==> config.mk <==
export PLATFORM = sky130hd
export DESIGN_NAME = chol_div
export DESIGN_NICKNAME = d
export VERILOG_FILES = /design/src/source/chol_pkg.sv /design/src/source/chol_div.sv
export SDC_FILE = /design/constraint.sdc
export NUM_CORES = 1
export LEC_CHECK = 0
export ABC_AREA = 0
export BUFFER_PORTS_ARGS = -buffer_cell sky130_fd_sc_hd__buf_2
export CAP_MARGIN = 10
export CORE_MARGIN = 3
export CORE_UTILIZATION = 60
export DETAILED_ROUTE_END_ITERATION = 16
export PLACE_DENSITY = 0.81
export SYNTH_ARGS = -nofsm -noshare
export SYNTH_HDL_FRONTEND = slang
export SYNTH_SLANG_ARGS = --single-unit
==> constraint.sdc <==
create_clock -name clk -period 4.8 [get_ports clk]
set_input_delay 1.2 -clock clk [delete_from_list [all_inputs] [get_ports clk]]
set_output_delay 1.2 -clock clk [all_outputs]
set_load 0.005 [all_outputs]
==> src/source/chol_pkg.sv <==
`default_nettype none

package chol_pkg;

    // Sizes
    // --------------------
    localparam int N         = 5;
    localparam int NUM_ELEM  = N * (N + 1) / 2;   // Lower triangle incl. diagonal
    localparam int FRAC_BITS = 16;
    localparam int Q_WIDTH   = 32;
    localparam int ACC_WIDTH = 64;

    // Fixed unit latencies, start to done
    // --------------------
    localparam int SQRT_CYCLES = 25;              // 24 root bits plus one
    localparam int DIV_CYCLES  = 49;              // 48 quotient bits plus one

    // Types
    // --------------------
    typedef logic signed [Q_WIDTH-1:0]   q16_t;   // Q16.16
    typedef logic signed [ACC_WIDTH-1:0] acc_t;   // Q32.32 product sum

    // Element (i,j), i >= j, 1-based, at index i(i-1)/2 + j - 1
    typedef q16_t [NUM_ELEM-1:0] tri_mat_t;

    // Lanes below the diagonal, lane 0 is the row right under it
    typedef q16_t [N-2:0] col_vec_t;

    typedef logic [N-2:0] lane_mask_t;

    // Position of element (i,j) in a tri_mat_t, 1-based
    function automatic int tri_index(input int i, input int j);
        return i * (i - 1) / 2 + j - 1;
    endfunction

endpackage

`default_nettype wire

==> src/source/chol_div.sv <==
`default_nettype none

module chol_div (
    input  logic           clk,
    input  logic           rst,
    input  logic           start,
    input  chol_pkg::q16_t dividend,
    input  chol_pkg::q16_t divisor,
    output logic           done,
    output chol_pkg::q16_t quotient
);
    import chol_pkg::*;

    localparam int NBITS = Q_WIDTH + FRAC_BITS;  // Dividend magnitude after the shift

    logic [NBITS-1:0]   num_q;
    logic [Q_WIDTH-1:0] den_q;
    logic [Q_WIDTH:0]   rem_q;
    logic [NBITS-1:0]   quo_q;
    logic               neg_q;
    logic [5:0]         cnt_q;
    logic               run_q;
    logic [Q_WIDTH:0]   rem_sh;
    logic [Q_WIDTH-1:0] dividend_mag;
    logic [Q_WIDTH-1:0] divisor_mag;

    always_comb begin
        dividend_mag = dividend[Q_WIDTH-1] ? -dividend : dividend;
        divisor_mag  = divisor[Q_WIDTH-1] ? -divisor : divisor;
        rem_sh       = {rem_q[Q_WIDTH-1:0], num_q[NBITS-1]};
    end

    // Control
    // --------------------
    always_ff @(posedge clk) begin
        if (rst) begin
            run_q <= 1'b0;
            done  <= 1'b0;
            cnt_q <= '0;
        end else begin
            done <= 1'b0;
            if (start) begin
                run_q <= 1'b1;
                cnt_q <= '0;
            end else if (run_q) begin
                cnt_q <= cnt_q + 6'd1;
                if (cnt_q == 6'(NBITS - 1)) begin
                    run_q <= 1'b0;
                    done  <= 1'b1;
                end
            end
        end
    end

    // Restoring division on magnitudes
    // --------------------
    always_ff @(posedge clk) begin
        if (start) begin
            num_q <= {dividend_mag, {FRAC_BITS{1'b0}}};
            den_q <= divisor_mag;
            neg_q <= dividend[Q_WIDTH-1] ^ divisor[Q_WIDTH-1];
            rem_q <= '0;
            quo_q <= '0;
        end else if (run_q) begin
            num_q <= num_q << 1;
            if (rem_sh >= {1'b0, den_q}) begin
                rem_q <= rem_sh - {1'b0, den_q};
                quo_q <= {quo_q[NBITS-2:0], 1'b1};
            end else begin
                rem_q <= rem_sh;
                quo_q <= {quo_q[NBITS-2:0], 1'b0};
            end
        end
    end

    // Truncation toward zero, sign applied last
    assign quotient = neg_q ? q16_t'(-quo_q[Q_WIDTH-1:0]) : q16_t'(quo_q[Q_WIDTH-1:0]);

    // The divisor is a freshly computed root
    a_divisor_nonzero: assert property (@(posedge clk) disable iff (rst)
        start |-> divisor != '0);

endmodule

`default_nettype wire

==> impl_metrics.toml <==
[hold_path]
hold_class = "flip-flop to flip-flop"

[yosys]
syn_inst = 1007
syn_avg_cell_area_um2 = 8.88
ys_async_sr_fraction_pct = 0
synth_seq_cells = 137
ys_seq_area_share_pct = 38.0
yosysWarnings = 0
syn-cell-area_um2 = 8940
syn_nets = 1111
ys.flop_type = "dfxtp_1"
synth_edf_count = 65
ys_types = 61

[clock_tree]
clkTransAtPathRegs_ps = 60
cts_max_level = 4
cts_tree = "built"
worstSkewPairLatency_ps = 430
cts_sinks = 137
ctsLongestPathBuffers = 2
root_buffer = "clkbuf_16"
numCtsBuffers = 17

[global_routing]
grt_first_pass_wirelength_um = 34300
antenna_found_initial = 0
grt_max_degree = 71
grt_usage_pct = 25.4
gr-total-overflow = 0
grt_pass1_vias = 7242

[routing]
num_vias = 7594
viasPerCell = 5.96
drcViolationCount = 0
drt_first_pass_iters = 5
drtIter0Drc = 618
wl_um = 20400
wl_per_cell_um = 16.0
ant_nets = 0

[layout]
areaGrowthSynthToFinish_pct = 15.0
layout.nets = 1186
most-common-layout-cells = "117 x nor2_1, 98 x buf_2, 76 x xnor2_1"
drive_gt1_share_pct = 15.8
utilization_pct = 72.4
num_antenna_cells = 0
final_common_cell = "nor2_1"
final_cells = 1275

[timing]
setup_viol = 0
tightest_slew_ps = 1060
fin_crit_ps = 4780
fmax_mhz = 209
rsz0062_at_grt = "true"
relSlewSlack_pct = 29.4
finalCritPeriodShare_pct = 99.6
slew_violations = 0
finalHoldViolCount = 0
clock_skew_ps = 14.3
tns_ps = 0

[run_status]
status = "finished, final reports clean"

[critical_path]
crit_type = "flip-flop to primary output"
startpoint_type = "flip-flop"
worst_ep_required_time_ps = 3600
cp_max_fo = 6
crit_arrival_ps = 3580
crit_path_end_kind = "primary output"

[placement]
place_inst = 1237
io_buffers = 99
hpwl_um = 14000
gp_congestion = 0.918

[die]
die-width_um = 128
dieHeight_um = 128
io_pins = 100
die_area_um2 = 16400
rows = 43
core-area_um2 = 14200
start_util_pct = 62.9

[power_and_ir_drop]
p_per_area_nw_per_um2 = 350
leakage_uw = 0.00421
finalPower_uw = 3600
worst_ir_drop_vdd_uv = 372

[job]
cap_viol_max_count = 0
-- routing by layer --
metal	GRT usage, %	part of all wire [%]	vias to the layer above
met5	0	0	-
met4	8.68	1.8	0
met3	5.00	5.6	34
met2	42.1	48	255
met1	33.5	44	3524
li1	-	-	3781
-- logic make-up after synthesis --
| kind of cell | synth area share (%) |
|---|---|
| simple gates | 16.3 |
| compound gates | 17.9 |
| flops | 38.0 |
| xor+xnor | 11.8 |
| buf+inv | 4.49 |
| mux | 6.41 |
| fa+ha+maj | 5.26 |
-- worst max-delay path, stage by stage (launching register included) --
cell	delay, ps
dfxtp_4	360
or4_4	550
or3_4	390
or3_4	350
or3_4	340
or3_4	350
or3_4	380
o31ai_4	190
xnor2_1	130
buf_2	130
-- report_power, final --
group / internal, uW / leakage (uW) / switching, uW
logic: 341 / 0.00267 / 468
clock network: 920 / 0.000310 / 484
registers: 1330 / 0.00123 / 61.5
total: 2590 / 0.00421 / 1010
-- Yosys cell counts (11+ instances only) --
master    count  area (um2)
a21o_1       12        90.1
or4_1        12        90.1
nand4_1      11        68.8
or3_1        24         150
clkbuf_1     43         161
mux2i_1      55         551
a21oi_1      73         365
o31ai_1      28         210
xnor2_1      76         666
nand3_1      13        65.1
ha_1         36         450
o21ai_0      56         280
a211oi_1     29         218
dfxtp_1      72        1440
nand2_1      66         248
inv_1        51         191
xor2_1       44         385
edfxtp_1     65        1950
nor3_1       16        80.1
nor2_1      117         439
-- registers in the layout, indices dropped and copies added (netlist names) --
| register | cells |
|---|---|
| num_q | 32 |
| run_q | 1 |
| neg_q | 1 |
| quo_q | 32 |
| done | 1 |
| cnt_q | 6 |
| rem_q | 32 |
| den_q | 32 |
-- what timing repair did --
item                       CTS  global route
resized for setup           17             7
setup endpoints to repair    4             6
hold endpoints to repair     0             0
pin swaps                    3            10
buffers inserted             1             5
hold buffers                 0             0
-- through the flow --
step | hold slack [ps] | worst slack [ps] | cell area (um2)
2_1_floorplan | 454 | 466 | 8940
3_3_place_gp | 475 | 204 | 9500
3_5_place_dp | 482 | 117 | 9500
4_1_cts | 489 | -0.811 | 10200
5_1_grt | 513 | -90.6 | 10300
6_report | 487 | 18.7 | 10300
-- cell type report --
| class | instances | area (um2) |
|---|---|---|
| flip-flops and latches | 137 | 3400 |
| fillers | 1130 | 3920 |
| clock buffers | 20 | 437 |
| clock inverters | 12 | 199 |
| inverters | 52 | 195 |
| repair buffers | 110 | 581 |
| multi-input cells | 764 | 5240 |
| well taps | 180 | 225 |
-- worst paths after layout --
| path | start | endpoint | slack (ps) | depth (start not counted) |
|---|---|---|---|---|
| hold / removal | rem_q[21] | rem_q[21] | 490 | 2 |
| setup reg to reg | den_q[2] | rem_q[27] | 1210 | 11 |
| setup / recovery | quo_q[6] | quotient[29] | 20 | 9 |
| hold reg to reg | rem_q[21] | rem_q[21] | 490 | 2 |
(Power assumes the default switching activity.)
