### config.mk
export PLATFORM = sky130hd
export DESIGN_NAME = chol_sqrt
export DESIGN_NICKNAME = d
export VERILOG_FILES = /design/src/source/chol_pkg.sv /design/src/source/chol_sqrt.sv
export SDC_FILE = /design/constraint.sdc
export NUM_CORES = 1
export LEC_CHECK = 0
export BUFFER_PORTS_ARGS = -buffer_cell sky130_fd_sc_hd__buf_2
export CAP_MARGIN = 5
export CORE_MARGIN = 4
export CORE_UTILIZATION = 58
export DETAILED_ROUTE_END_ITERATION = 10
export PLACE_DENSITY_LB_ADDON = 0.12
export SETUP_SLACK_MARGIN = 0.3
export SLEW_MARGIN = 20
export SYNTH_ARGS = -nofsm -noshare
export SYNTH_HDL_FRONTEND = slang
export SYNTH_SLANG_ARGS = --single-unit
### constraint.sdc
create_clock -name clk -period 3.5 [get_ports clk]
set_input_delay 0.35 -clock clk [delete_from_list [all_inputs] [get_ports clk]]
set_output_delay 0.35 -clock clk [all_outputs]
set_load 0.05 [all_outputs]
### src/source/chol_pkg.sv
`default_nettype none

package chol_pkg;

    // Sizes
    // --------------------
    localparam int N         = 5;
    localparam int NUM_ELEM  = N * (N + 1) / 2;   // Lower triangle incl. diagonal
    localparam int FRAC_BITS = 16;
    localparam int Q_WIDTH   = 32;
    localparam int ACC_WIDTH = 64;

    // Fixed unit latencies, start to done
    // --------------------
    localparam int SQRT_CYCLES = 25;              // 24 root bits plus one
    localparam int DIV_CYCLES  = 49;              // 48 quotient bits plus one

    // Types
    // --------------------
    typedef logic signed [Q_WIDTH-1:0]   q16_t;   // Q16.16
    typedef logic signed [ACC_WIDTH-1:0] acc_t;   // Q32.32 product sum

    // Element (i,j), i >= j, 1-based, at index i(i-1)/2 + j - 1
    typedef q16_t [NUM_ELEM-1:0] tri_mat_t;

    // Lanes below the diagonal, lane 0 is the row right under it
    typedef q16_t [N-2:0] col_vec_t;

    typedef logic [N-2:0] lane_mask_t;

    // Position of element (i,j) in a tri_mat_t, 1-based
    function automatic int tri_index(input int i, input int j);
        return i * (i - 1) / 2 + j - 1;
    endfunction

endpackage

`default_nettype wire

### src/source/chol_sqrt.sv
`default_nettype none

module chol_sqrt (
    input  logic           clk,
    input  logic           rst,
    input  logic           start,
    input  chol_pkg::q16_t radicand,
    output logic           done,
    output chol_pkg::q16_t root
);
    import chol_pkg::*;

    localparam int RBITS = SQRT_CYCLES - 1;      // Result bits

    logic [2*RBITS-1:0] x_q;                     // Radicand, shifted out two bits at a time
    logic [RBITS+2:0]   rem_q;
    logic [RBITS-1:0]   root_q;
    logic [4:0]         cnt_q;
    logic               run_q;
    logic [RBITS+2:0]   rem_sh;
    logic [RBITS+2:0]   trial;

    always_comb begin
        rem_sh = {rem_q[RBITS:0], x_q[2*RBITS-1 -: 2]};
        trial  = {1'b0, root_q, 2'b01};          // 4*root + 1
    end

    // Control
    // --------------------
    always_ff @(posedge clk) begin
        if (rst) begin
            run_q <= 1'b0;
            done  <= 1'b0;
            cnt_q <= '0;
        end else begin
            done <= 1'b0;
            if (start) begin
                run_q <= 1'b1;
                cnt_q <= '0;
            end else if (run_q) begin
                cnt_q <= cnt_q + 5'd1;
                if (cnt_q == 5'(RBITS - 1)) begin
                    run_q <= 1'b0;
                    done  <= 1'b1;               // Last bit lands with done
                end
            end
        end
    end

    // Datapath
    // --------------------
    always_ff @(posedge clk) begin
        if (start) begin
            x_q    <= {radicand, {FRAC_BITS{1'b0}}};
            rem_q  <= '0;
            root_q <= '0;
        end else if (run_q) begin
            x_q <= x_q << 2;
            if (rem_sh >= trial) begin
                rem_q  <= rem_sh - trial;
                root_q <= {root_q[RBITS-2:0], 1'b1};
            end else begin
                rem_q  <= rem_sh;
                root_q <= {root_q[RBITS-2:0], 1'b0};
            end
        end
    end

    assign root = q16_t'({{(Q_WIDTH-RBITS){1'b0}}, root_q});

    // Inputs are positive definite, so every residual on the diagonal is too
    a_radicand_pos: assert property (@(posedge clk) disable iff (rst)
        start |-> !radicand[Q_WIDTH-1]);

endmodule

`default_nettype wire

==> results_dict.tcl <==
set metrics [dict create \
    status "finished clean" \
    finalNonFillerCells 708 \
    drc 0 \
    postCtsHoldBufs 0 \
    critPathArrivalTime_ns 3.25 \
    critPathTopFamily "simple AND/OR/NAND/NOR gates" \
    fmax_mhz 337.3 \
    p_sw_share_pct 44.37 \
    worst-path-buf-inv 2 \
    core.rowCount 34 \
    yosys.area_share.simple_pct 16.53 \
    yosysSeqAreaShare_pct 40.46 \
    post_cts_resized 0 \
    cp_max_fo 21 \
    io_buffers 59 \
    post-cts-setup-buffer-count 0 \
    clk_pin_slew_ns 0.09 \
    seq_power_share_pct 26.7 \
    cts_made_buffers 9 \
    tightest_slew_ns 0.8048 \
    min_period_ns 2.965 \
    wl_per_cell_um 15.82 \
    switching_power_mw 2.199 \
    dr.pass1.iters 5 \
    ys_ff_latch 88 \
    syn_area_sq_mm 0.005146 \
    synth_top_cells_by_area "dfxtp_1, edfxtp_1, ha_1" \
    synth_top_family_by_area "simple AND/OR/NAND/NOR gates" \
    ios 68 \
    hold_path_class "in2reg" \
    n_antenna_cell 0 \
    gr-total-overflow 0 \
    clockBufferDepth 2 \
    antenna_found_initial 0 \
    dp_hpwl_um 7784 \
    finalHoldViolCount 0 \
    gp_congestion 0.9059 \
    maxSlewHeadroom_pct 46.10 \
    rsz0062_at_grt "no" \
    whs_ns 0.1357 \
    die_h_um 102.2 \
    startpoint_type "register" \
    grt_pass1_wl_um 18710 \
    syn-mean-instance-area_sq_um 9.391 \
    stdcell_area_sq_mm 0.005677 \
    ys_dominant_reg_cell "dfxtp_1" \
    area_growth_pct 10.31 \
    setup_violations 0 \
    slowest_delay_ns 0.47 \
    final_core_util_pct 65.41 \
    wl_met2_um 5262 \
    synthXorXnorAreaFrac_pct 3.744 \
    cts_max_level 3 \
    cts_num_sinks 88 \
    die_w_um 102.2 \
    final_antenna_net_count 0 \
    cts_tree "yes" \
    synth_top_area_cell "dfxtp_1" \
    synthCells 548 \
    required_ns 3.79 \
    worst-path-stages 10 \
    fin_skew_ns 0.01223 \
    critical_path_class "reg2reg" \
    place_area_sq_mm 0.005445 \
    avgViaCountPerCell 5.856 \
    drive_gt1_share_pct 20.83 \
    path_cells "inv_1, ha_1, and4_1, nand4_1, nor4_1, nor3_1, a21oi_2, buf_4, nand2_1, o211ai_1" \
    final_cell_mix "nor2_1, buf_2, dfxtp_1" \
    reg2reg_depth 10 \
    synthAdderAreaFrac_pct 6.565 \
    irDropWorstVdd_uv 551.0 \
    pre_cts_ws_ns 0.5569 \
    final_common_cell "nor2_1" \
    synth_edf_count 32 \
    synthArstFlopShare_pct 0 \
    leakagePower_nw 2.357 \
    synth_top_area_share_pct 21.78 \
    cp_slowest_cell "ha_1" \
    drv_slew 0 \
    endpoint_kind "register" \
    grt_pass1_vias 3980 \
    pwr-share-comb_pct 57.0 \
    min_path_cells 2 \
    root_buffer "clkbuf_8" \
    met3RoutedLength_um 504 \
    cap_violations 0 \
    fin_total_pwr_mw 4.956 \
    synth_compound_area_share_pct 14.71 \
    fin_crit_sh_pct 84.71 \
    drt-total-wl_um 11200 \
    vias 4146 \
    synth_mux_area_share_pct 11.62 \
    tns_ns 0 \
    synth.distinct_cells 60 \
    n_fill_cell 741 \
    place_inst 692 \
    ys_warn_count 0 \
    grt_max_degree 63 \
    fin_nets 657 \
    die_area_sq_mm 0.01044 \
    initial_core_util_pct 59.30 \
    power_density_mw_per_mm2 873.1 \
    worstSkewPairLatency_ns 0.37 \
    drtIter0Drc 206 \
    finalWorstSetupSlack_ns 0.5353 \
    intPower_mw 2.757 \
    drt-met1-wl_um 5232 \
    track_usage_pct 22.30 \
    highest_layer "met4" \
    coreArea_sq_mm 0.008678 \
    power.share.clock_pct 16.3 \
]
==> metal layers <==
metal | up-vias | global-route usage (%)
met2 | 118 | 34.23
met5 | - | 0
li1 | 2048 | -
met4 | 0 | 7.972
met1 | 1960 | 30.79
met3 | 20 | 5.324
==> registers in the layout, indices dropped and copies added (netlist names) <==
name    cells
cnt_q       5
x_q        32
done        1
root_q     24
rem_q      25
run_q       1
==> cells in the mapped netlist (all sizes together), types with 6 or more instances <==
master and count:
xnor2 14, nand3 7, mux2 30, dfxtp 56, a21oi 25, clkbuf 19, a21o 15, xor2 8
a211oi 6, nand2 44, nor2 63, ha 27, nor3 11, o211ai 7, and2 6, inv 33
buf 16, mux2i 26, nand4 8, a311oi 10, edfxtp 32, and3 7, o21ai 13
==> worst paths after layout <==
kind / endpoint / start / slack (ns)
setup / recovery: rem_q[23] / root_q[13] / 0.54
setup reg to reg: rem_q[23] / root_q[13] / 0.54
hold reg to reg: done / cnt_q[4] / 0.49
hold / removal: run_q / rst / 0.14
==> final cells by class <==
type / instances / area (sq um) / share of cell area [%]
flip-flops and latches: 88 / 2083 / 36.70
inverters: 34 / 127.6 / 2.248
repair buffers: 64 / 332.8 / 5.863
clock buffers: 9 / 123.9 / 2.182
well taps: 108 / 135.1 / 2.380
multi-input cells: 398 / 2773 / 48.84
clock inverters: 7 / 101.3 / 1.785
==> power groups by stage <==
stage	sequential, mW	clock [mW]	combinational, mW
after floorplan	1.32	0	2.28
after global placement	1.34	0	2.68
after detailed placement	1.34	0	2.73
after CTS	1.32	0.827	2.76
after global routing	1.34	0.877	3.09
final	1.32	0.809	2.82
==> cells by family after synthesis <==
family                     count (synthesis)
and+or+nand+nor                          177
AOI/OAI and AO/OA                        108
DFF                                       88
buffers and inverters                     69
muxes                                     56
other                                      1
adders and majority gates                 27
xor gates and xnor gates                  22
(Power assumes the default switching activity.)
