==> src/source/chol_pkg.sv <==
`default_nettype none

package chol_pkg;

    // Sizes
    // --------------------
    localparam int N         = 5;
    localparam int NUM_ELEM  = N * (N + 1) / 2;   // Lower triangle incl. diagonal
    localparam int FRAC_BITS = 16;
    localparam int Q_WIDTH   = 32;
    localparam int ACC_WIDTH = 64;

    // Fixed unit latencies, start to done
    // --------------------
    localparam int SQRT_CYCLES = 25;              // 24 root bits plus one
    localparam int DIV_CYCLES  = 49;              // 48 quotient bits plus one

    // Types
    // --------------------
    typedef logic signed [Q_WIDTH-1:0]   q16_t;   // Q16.16
    typedef logic signed [ACC_WIDTH-1:0] acc_t;   // Q32.32 product sum

    // Element (i,j), i >= j, 1-based, at index i(i-1)/2 + j - 1
    typedef q16_t [NUM_ELEM-1:0] tri_mat_t;

    // Lanes below the diagonal, lane 0 is the row right under it
    typedef q16_t [N-2:0] col_vec_t;

    typedef logic [N-2:0] lane_mask_t;

    // Position of element (i,j) in a tri_mat_t, 1-based
    function automatic int tri_index(input int i, input int j);
        return i * (i - 1) / 2 + j - 1;
    endfunction

endpackage

`default_nettype wire

==> src/source/chol_seq.sv <==
`default_nettype none

module chol_seq (
    input  logic                 clk,
    input  logic                 rst,
    input  logic                 a_valid,
    output logic                 busy,
    output logic                 l_valid,
    output chol_pkg::tri_mat_t   l,
    output logic                 load,
    output logic                 update,
    output logic [2:0]           col,
    input  chol_pkg::q16_t       res_diag,
    input  chol_pkg::col_vec_t   res_below,
    output logic                 sqrt_start,
    input  logic                 sqrt_done,
    input  chol_pkg::q16_t       sqrt_root,
    output chol_pkg::q16_t       sqrt_radicand,
    output chol_pkg::lane_mask_t div_start,
    output chol_pkg::q16_t       divisor,
    output chol_pkg::col_vec_t   dividends,
    input  logic                 div_done,
    input  chol_pkg::col_vec_t   quotients,
    output chol_pkg::q16_t       l_diag,
    output chol_pkg::col_vec_t   l_col
);
    import chol_pkg::*;

    typedef enum logic [2:0] {
        ST_IDLE,
        ST_ROOT,
        ST_DIVIDE,
        ST_UPDATE,
        ST_FINISH
    } state_t;

    state_t state;

    // Lanes still inside the matrix for column k, 0-based
    function automatic lane_mask_t lanes_for(input int k);
        lane_mask_t mask;
        for (int m = 0; m < N - 1; m++) begin
            mask[m] = (m < N - 1 - k);
        end
        return mask;
    endfunction

    assign busy          = (state != ST_IDLE);
    assign load          = a_valid && (state == ST_IDLE);  // Update unit latches A here
    assign sqrt_radicand = res_diag;
    assign dividends     = res_below;

    always_ff @(posedge clk) begin
        if (rst) begin
            state      <= ST_IDLE;
            col        <= '0;
            l          <= '0;
            l_valid    <= 1'b0;
            update     <= 1'b0;
            sqrt_start <= 1'b0;
            div_start  <= '0;
        end else begin
            l_valid    <= 1'b0;
            update     <= 1'b0;
            sqrt_start <= 1'b0;
            div_start  <= '0;
            case (state)
                ST_IDLE: begin
                    if (a_valid) begin
                        state      <= ST_ROOT;
                        col        <= '0;
                        l          <= '0;
                        sqrt_start <= 1'b1;
                    end
                end
                ST_ROOT: begin
                    if (sqrt_done) begin
                        for (int kk = 0; kk < N; kk++) begin
                            if (int'(col) == kk) begin
                                l[tri_index(kk + 1, kk + 1)] <= sqrt_root;
                            end
                        end
                        if (col == 3'(N - 1)) begin
                            state   <= ST_FINISH;
                            l_valid <= 1'b1;
                        end else begin
                            state     <= ST_DIVIDE;
                            div_start <= lanes_for(int'(col));
                        end
                    end
                end
                ST_DIVIDE: begin
                    if (div_done) begin         // Lane 0 stands for all lanes
                        for (int kk = 0; kk < N - 1; kk++) begin
                            if (int'(col) == kk) begin
                                for (int m = 0; m < N - 1 - kk; m++) begin
                                    l[tri_index(kk + 2 + m, kk + 1)] <= quotients[m];
                                end
                            end
                        end
                        state  <= ST_UPDATE;
                        update <= 1'b1;
                    end
                end
                ST_UPDATE: begin
                    state      <= ST_ROOT;
                    col        <= col + 3'd1;
                    sqrt_start <= 1'b1;          // Sums settled this cycle
                end
                default: begin
                    state <= ST_IDLE;            // l_valid cycle
                end
            endcase
        end
    end

    // Column operands for the units
    // --------------------
    always_ff @(posedge clk) begin
        if (state == ST_ROOT && sqrt_done) begin
            divisor <= sqrt_root;
        end
        if (state == ST_DIVIDE && div_done) begin
            l_col  <= quotients;
            l_diag <= divisor;
        end
    end

    // One unit runs at a time and a start is never repeated back to back
    a_one_start: assert property (@(posedge clk) disable iff (rst)
        (sqrt_start || div_start != '0) |=> (!sqrt_start && div_start == '0));

    a_done_in_root: assert property (@(posedge clk) disable iff (rst)
        sqrt_done |-> state == ST_ROOT);

endmodule

`default_nettype wire

==> config.mk <==
export PLATFORM = sky130hd
export DESIGN_NAME = chol_seq
export DESIGN_NICKNAME = d
export VERILOG_FILES = /design/src/source/chol_pkg.sv /design/src/source/chol_seq.sv
export SDC_FILE = /design/constraint.sdc
export NUM_CORES = 1
export LEC_CHECK = 0
export BUFFER_PORTS_ARGS = -buffer_cell sky130_fd_sc_hd__buf_2
export CORE_AREA = 2 2 457 459
export DETAILED_ROUTE_END_ITERATION = 10
export DIE_AREA = 0 0 459 461
export PLACE_DENSITY_LB_ADDON = 0.15
export REMOVE_ABC_BUFFERS = 1
export SLEW_MARGIN = 20
export SYNTH_ARGS = -nofsm -noshare
export SYNTH_HDL_FRONTEND = slang
export SYNTH_SLANG_ARGS = --single-unit
==> constraint.sdc <==
create_clock -name clk -period 7.5 [get_ports clk]
set_input_delay 0.375 -clock clk [delete_from_list [all_inputs] [get_ports clk]]
set_output_delay 0.375 -clock clk [all_outputs]
set_load 0.02 [all_outputs]
==> impl_metrics.csv, run 1 <==
group,metric,value,unit
synth,syn_avg_cell_area,12.20,um2
global_routing,antenna_found_initial,7,
flow_run,drv_cap,0,
layout,multi_input_area,8949,um2
global_routing,grt_max_degree,168,
worst_setup_path,cp-startpoint,"col[0]",
global_routing,overflow,0,
detailed_routing,drc,0,
clock_network,cts_hold_buf,162,
clock_network,post_cts_resized,0,
global_routing,grt_pass1_wl,181.2,mm
layout,mostFrequentLayoutCell,"buf_2",
clock_network,clk-insertion-delay-late,720,ps
die,num_rows,167,
die,fp.dieArea,211600,um2
placed_design,io_buffers,848,
worst_setup_path,crit_arrival,3620,ps
synth,synth_area,26320,um2
synth,synth_top_area_cell,"dfxtp_1",
min_path,min_path_type,"in -> reg",
synth,synth_top_area_share,37.50,%
worst_setup_path,path_common_cell,"ha_1",
synth,synth.distinct_cells,33,
sta,finalClockSkew,35.02,ps
clock_network,cts_inserted_buffers,90,
placed_design,post-dp-hpwl,99.56,mm
detailed_routing,drt_iter0_drc,1037,
worst_setup_path,rr_worst_depth,8,
clock_network,clock-sinks,685,
sta,finalHoldViolCount,0,
worst_setup_path,r2r_setup_slack,4520,ps
sta,setup_viol,0,
die,core-area,206400,um2
pwr,p_seq_share,42.6,%
detailed_routing,firstDrtPassIters,4,
die,die-width,459,um
die,start_util,12.75,%
worst_setup_path,cp_num_cells,8,
clock_network,clk_pin_slew,60,ps
pwr,pwr-share-clk,47.6,%
worst_setup_path,crit_chain,"inv_1 > ha_1 > ha_1 > and3_1 > o21ai_4 > buf_12 > buf_4 > mux2i_1",
synth,synth_top_flop_cell,"dfxtp_1",
worst_setup_path,cpPeakStageDelay,600,ps
layout,ff_latch_area,15640,um2
layout,final_cell_mix,"buf_2 (847), dfxtp_1 (493), nand2b_1 (481), mux2i_1 (481), edfxtp_1 (192)",
worst_setup_path,critPathRequiredTime,8140,ps
detailed_routing,postRouteAntennaNets,0,
sta,period_share,39.74,%
clock_network,postCtsSetupBuffers,0,
global_routing,grt_use_total,12.41,%
sta,slew_viol_final,0,
pwr,p_leak,0.01641,uW
sta,post-route-worst-setup-slack,4519,ps
placed_design,gp_congestion,0.7068,
synth,yosysSeqAreaShare,59.41,%
sta,worst_pin_slew,1045,ps
sta,clock.fmax,0.3355,GHz
worst_setup_path,crit_path_end_kind,"flop",
die,num_io_pins,1169,
worst_setup_path,crit_fanout,86,
synth,yosysWarningCount,0,
clock_network,cts_tree,"yes",
synth,synth_seq_cells,685,
worst_setup_path,path_buf_inv,3,
worst_setup_path,reg2reg_from,"col[0]",
pwr,comb_power_share,9.8,%
pwr,vdd_drop_max,0.1568,mV
synth,synthCells,2157,
sta,max_slew_margin,30.37,%
die,die_y,461,um
worst_setup_path,r2r-end,"l[47]",
synth,yosys-top-cells-area,"dfxtp_1 (38%), edfxtp_1 (22%), mux2i_1 (18%)",
worst_setup_path,worstSetupPathType,"reg -> reg",
pwr,p_per_area,249.0,nW/um2
detailed_routing,wire_per_inst,23.66,um
pwr,p_int,6809,uW
layout,n_fill_cell,22820,
worst_setup_path,cp_slowest_cell,"o21ai_4",
clock_network,ctsHtreeMaxLevel,3,
layout,drive_gt1_share,33.03,%
layout,syn_to_final_growth,40.92,%
pwr,switching_share,26.25,%
placed_design,dp_slack,4321,ps
pwr,switchingPower,2424,uW
synth,async_flop_share,0,%
detailed_routing,wl,136.8,mm
sta,fin_crit,2981,ps
detailed_routing,vias,19340,
worst_setup_path,setup.worst_path.start_class,"flop",
detailed_routing,viasPerCell,3.345,
clock_network,cts_root_buf,"clkbuf_16",
layout,layout.nets,3331,
clock_network,cts.path.max_buffers,3,
status,status,"finished clean",
global_routing,grt_pass1_vias,19610,
sta,setup_tns,0,ps
worst_setup_path,cp-endpoint,"l[47]",
synth,synth-edff-count,192,
worst_setup_path,critical-path-top-delay-family,"buffers and inverters",
sta,rsz0062_at_grt,"false",
==> through the flow <==
stage          util [%]  instance area (um2)  power (uW)  instances  hold WS [ps]
2_1_floorplan         -                24520        4610       1873         447.8
3_3_place_gp      15.74                32490        4893       5449         428.9
5_1_grt           17.96                37090        9651       5783         81.60
6_report          17.96                37090        9233       5783         164.2
4_1_cts           17.96                37080        9506       5780         58.61
3_5_place_dp      15.74                32490        4888       5449         429.3
==> synthesized netlist by cell type (5+ instances only) <==
| cell | n |
|---|---|
| buf_2 | 49 |
| clkbuf_1 | 60 |
| edfxtp_1 | 192 |
| dfxtp_1 | 493 |
| ha_1 | 7 |
| and3_1 | 8 |
| buf_4 | 170 |
| mux2i_1 | 481 |
| nand2b_1 | 481 |
| o21ai_1 | 5 |
| nand2_1 | 164 |
| inv_1 | 7 |
==> final cells by class <==
class / instances / area share, %
clock inverters: 28 / 0.8907
well taps: 2704 / 9.123
inverters: 7 / 0.07085
clock buffers: 141 / 7.109
flip-flops and latches: 685 / 42.16
multi-input cells: 1181 / 24.13
repair buffers: 1034 / 16.50
diodes: 3 / 0.02024
==> power by group through the flow <==
stage	Clock (uW)	Sequential, uW	Combinational, uW
finish	4390	3930	908
global route	4730	3940	974
CTS	4620	3940	946
detailed placement	0	4010	874
global placement	0	4010	880
floorplan	0	4110	498
==> state kept, by name (all words and copies together), names as in the netlist, 3 cells and up <==
signal,cells
col,3
l,480
l_col,128
div_start,4
state,3
divisor,32
l_diag,32
==> metal layers <==
layer	up-vias	routed length [um]	track usage, %
li1	8757	-	-
met1	9287	56260	14.42
met2	1140	54100	17.21
met3	135	23350	10.03
met4	24	2189	2.475
met5	-	942	3.123
==> worst register-to-register path, stage by stage, from the launching register on <==
cell and delay [ps]:
dfxtp_1 440, inv_1 100, ha_1 240, ha_1 220, and3_1 220, o21ai_4 600
buf_12 520, buf_4 380, mux2i_1 220
==> cell families (layout without fill, tap and decap cells) <==
group / after synthesis / count (layout) / share of synthesized area [%]
AOI/OAI and AO/OA: 18 / 18 / 0.4279
buffers and inverters: 291 / 1210 / 6.922
other: 0 / 3 / 0
adders and majority gates: 7 / 7 / 0.3328
muxes: 483 / 483 / 18.38
DFF: 685 / 685 / 59.41
and+or+nand+nor: 673 / 673 / 14.52
==> worst min-delay path by stage <==
stage	start	endpoint	slack [ps]	cells after the start
after floorplan	rst	sqrt_start	450	1
after global placement	divisor[1]	l_diag[1]	430	0
after detailed placement	divisor[10]	l_diag[10]	430	0
after CTS	a_valid	sqrt_start	60	3
after global routing	a_valid	sqrt_start	80	3
final	rst	l[179]	160	3
No activity file was read; power rests on OpenSTA's default activity.
==> inputs of run 2 (changes only) <==
--- a/config.mk
+++ b/config.mk
@@ -5,10 +5,11 @@
 export SDC_FILE = /design/constraint.sdc
 export NUM_CORES = 1
 export LEC_CHECK = 0
+export ABC_AREA = 1
 export BUFFER_PORTS_ARGS = -buffer_cell sky130_fd_sc_hd__buf_2
-export CORE_AREA = 2 2 457 459
+export CORE_AREA = 2 2 449 451
 export DETAILED_ROUTE_END_ITERATION = 10
-export DIE_AREA = 0 0 459 461
+export DIE_AREA = 0 0 451 453
 export PLACE_DENSITY_LB_ADDON = 0.15
 export REMOVE_ABC_BUFFERS = 1
 export SLEW_MARGIN = 20
==> constraint.sdc (replaced) <==
create_clock -name clk -period 2.7 [get_ports clk]
set_input_delay 0.135 -clock clk [delete_from_list [all_inputs] [get_ports clk]]
set_output_delay 0.135 -clock clk [all_outputs]
set_load 0.02 [all_outputs]
==> run 2 against run 1 <==
Sequential power grew to 3.6 times the previous value. Clock power increased to 2.8 times the previous value. Hold slack got worse by 24 ps. Die area is 3.4% lower. Final area rose by 2.4%. Register-to-register slack got worse by 4200 ps. First-iteration DRC count grew 52%. Critical path depth unchanged. Count of clock-buffer cells in the layout is 15 lower. Largest power group is now combinational logic.
==> impl_metrics.csv, run 2 <==
group,metric,value,unit
synth,synthCells,3403,
clock_network,clk-insertion-delay-late,730,ps
status,status,"finished clean",
synth,syn_avg_cell_area,7.924,um2
sta,slew_viol_final,0,
clock_network,cts_root_buf,"clkbuf_16",
synth,synth_common_cells,"nor2_1 (929), nand2_1 (928), dfxtp_1 (493)",
layout,final_cell_mix,"nand2_1 (928), nor2_1 (925), buf_2 (848)",
layout,drive_gt1_share,25.04,%
min_path,min_path_type,"in -> reg",
die,num_io_pins,1169,
worst_setup_path,critPathRequiredTime,3370,ps
layout,syn_to_final_growth,40.87,%
global_routing,overflow,0,
detailed_routing,firstDrtPassIters,5,
sta,setup_viol,0,
detailed_routing,postRouteAntennaNets,0,
layout,top_regs,"l: 480 flops, l_col: 128 flops",
detailed_routing,wl,173.0,mm
min_path,hold_depth,2,
die,die-width,451,um
synth,synth_area,26970,um2
detailed_routing,viasPerCell,3.563,
die,num_rows,164,
detailed_routing,wl_met1,59.44,mm
worst_setup_path,r2r_setup_slack,350,ps
global_routing,grt_pass1_vias,23520,
worst_setup_path,crit_chain,"inv_2 > nor2_4 > buf_12 > buf_4 > nand2_1 > inv_1 > o21ai_0 > nor2_1",
placed_design,post-dp-hpwl,131.1,mm
min_path,min_to,"l_col[51]",
synth,synth_top_area_cell,"dfxtp_1",
sta,worst_pin_slew,892.3,ps
synth,synth.most_common_cell,"nor2_1",
detailed_routing,drc,0,
worst_setup_path,cp_slowest_cell,"buf_4",
sta,post-route-worst-setup-slack,349.8,ps
sta,fin_crit,2350,ps
synth,synth_top_area_share,36.60,%
die,fp.dieArea,204300,um2
global_routing,grt_use_total,16.29,%
layout,mostFrequentLayoutCell,"nand2_1",
clock_network,cts_tree,"yes",
die,core-area,199200,um2
min_path,min-delay-start,"quotients[51]",
synth,yosysSeqAreaShare,57.98,%
placed_design,io_buffers,848,
die,start_util,13.53,%
global_routing,grt_max_degree,92,
clock_network,ctsHtreeMaxLevel,3,
detailed_routing,wire_per_inst,24.82,um
sta,clock.fmax,0.4255,GHz
worst_setup_path,rr_worst_depth,8,
worst_setup_path,cpPeakStageDelay,450,ps
detailed_routing,routed.top_layer,"met5",
sta,finalHoldViolCount,0,
layout,layout.nets,4567,
synth,yosys-top-cells-area,"dfxtp_1 (37%), edfxtp_1 (21%), nor2_1 (13%)",
global_routing,grt_pass1_wl,222.9,mm
sta,period_share,87.05,%
placed_design,placed_cells,6634,
placed_design,gp_congestion,0.7785,
worst_setup_path,reg2reg_from,"state[1]",
die,die_y,453,um
worst_setup_path,setup.worst_path.start_class,"flop",
synth,synth_seq_cells,685,
placed_design,dp_slack,297.8,ps
layout,layout.cells.non_filler,6970,
worst_setup_path,crit_fanout,91,
layout,largest_reg_flops,480,
flow_run,drv_cap,0,
clock_network,post_cts_resized,0,
worst_setup_path,path_buf_inv,4,
worst_setup_path,worstSetupPathType,"reg -> reg",
sta,whs,140.5,ps
synth,synth_top_flop_cell,"dfxtp_1",
worst_setup_path,cp_num_cells,8,
clock_network,clk_pin_slew,60,ps
global_routing,antenna_found_initial,9,
clock_network,clock-sinks,685,
detailed_routing,drt_iter0_drc,1581,
detailed_routing,vias,24830,
synth,yosysWarningCount,0,
synth,async_flop_share,0,%
worst_setup_path,critical-path-top-delay-family,"buffers and inverters",
detailed_routing,wl_met2,71.31,mm
worst_setup_path,r2r-end,"l[104]",
clock_network,cts_inserted_buffers,91,
detailed_routing,wl_met3,31.16,mm
pwr,p_per_area,1095,nW/um2
pwr,vdd_drop_max,0.4577,mV
synth,synth-edff-count,192,
pwr,p_leak,0.01854,uW
worst_setup_path,crit_path_end_kind,"flop",
worst_setup_path,crit_arrival,3020,ps
layout,regMostFlops,"l",
synth,synth.distinct_cells,31,
sta,max_slew_margin,40.51,%
sta,finalClockSkew,34.98,ps
sta,rsz0062_at_grt,"false",
clock_network,cts.path.max_buffers,3,
## run 2: changes by cell type after synthesis, moves of 8 or more
cell,before,now
nand2b_1,481,0
nand3_1,1,32
nand2_1,164,928
buf_1,1,9
o21ai_0,2,68
a21oi_1,3,69
nor2_1,3,929
inv_1,7,312
mux2i_1,481,0
buf_2,49,91
## run 2: repair_timing
item,4_1_cts,5_1_grt
hold buffers,164,0
endpoints found under the hold margin,633,0
buffers inserted,0,0
## run 2: logic make-up (layout without fill, tap and decap cells)
group	after synthesis	after routing	share of synthesized area [%]
AO/OA/AOI/OAI	148	148	2.803
adder cells (fa/ha/maj)	7	7	0.3248
buffers and inverters	654	1564	11.91
flip-flops	685	685	57.98
other	0	1	0
AND/OR/NAND/NOR	1909	1909	26.99
## run 2: final cells by class
class	instances	area (um2)
fillers	22620	161300
flip-flops and latches	685	15640
multi-input cells	2064	8198
repair buffers	1074	6626
well taps	2656	3323
clock buffers	126	2600
inverters	319	1205
clock inverters	45	397.9
diodes	1	2.502
## run 2: worst max-delay path by stage
stage / from / to / slack [ps]
6_report: state[1] / l[104] / 350
5_1_grt: col[0] / l[201] / 60
4_1_cts: col[0] / l[116] / 290
3_5_place_dp: col[0] / l[116] / 300
3_3_place_gp: col[0] / l[119] / 330
2_1_floorplan: rst / l_valid / -6020
## run 2: power by group
| group | leakage [uW] | switching (uW) | total (uW) | internal [uW] |
|---|---|---|---|---|
| registers | 0.00580 | 1100 | 14000 | 12900 |
| clock network | 0.00147 | 5260 | 12500 | 7220 |
| logic | 0.0113 | 10700 | 15100 | 4370 |
## run 2: stage by stage
| stage | TNS [ps] | utilization [%] | power, uW | area [um2] |
|---|---|---|---|---|
| finish | 0 | 19.07 | 41600 | 37990 |
| global route | 0 | 19.07 | 44510 | 37990 |
| CTS | 0 | 19.06 | 42650 | 37990 |
| detailed placement | 0 | 16.74 | 29540 | 33350 |
| global placement | 0 | 16.74 | 29480 | 33350 |
| floorplan | -3250490 | - | 23510 | 24950 |
## run 2: routing by layer
layer / vias to the layer above / global-route usage (%)
met5: - / 10.89
met4: 42 / 6.955
met3: 246 / 14.56
met2: 1384 / 23.72
met1: 11380 / 15.26
li1: 11780 / -
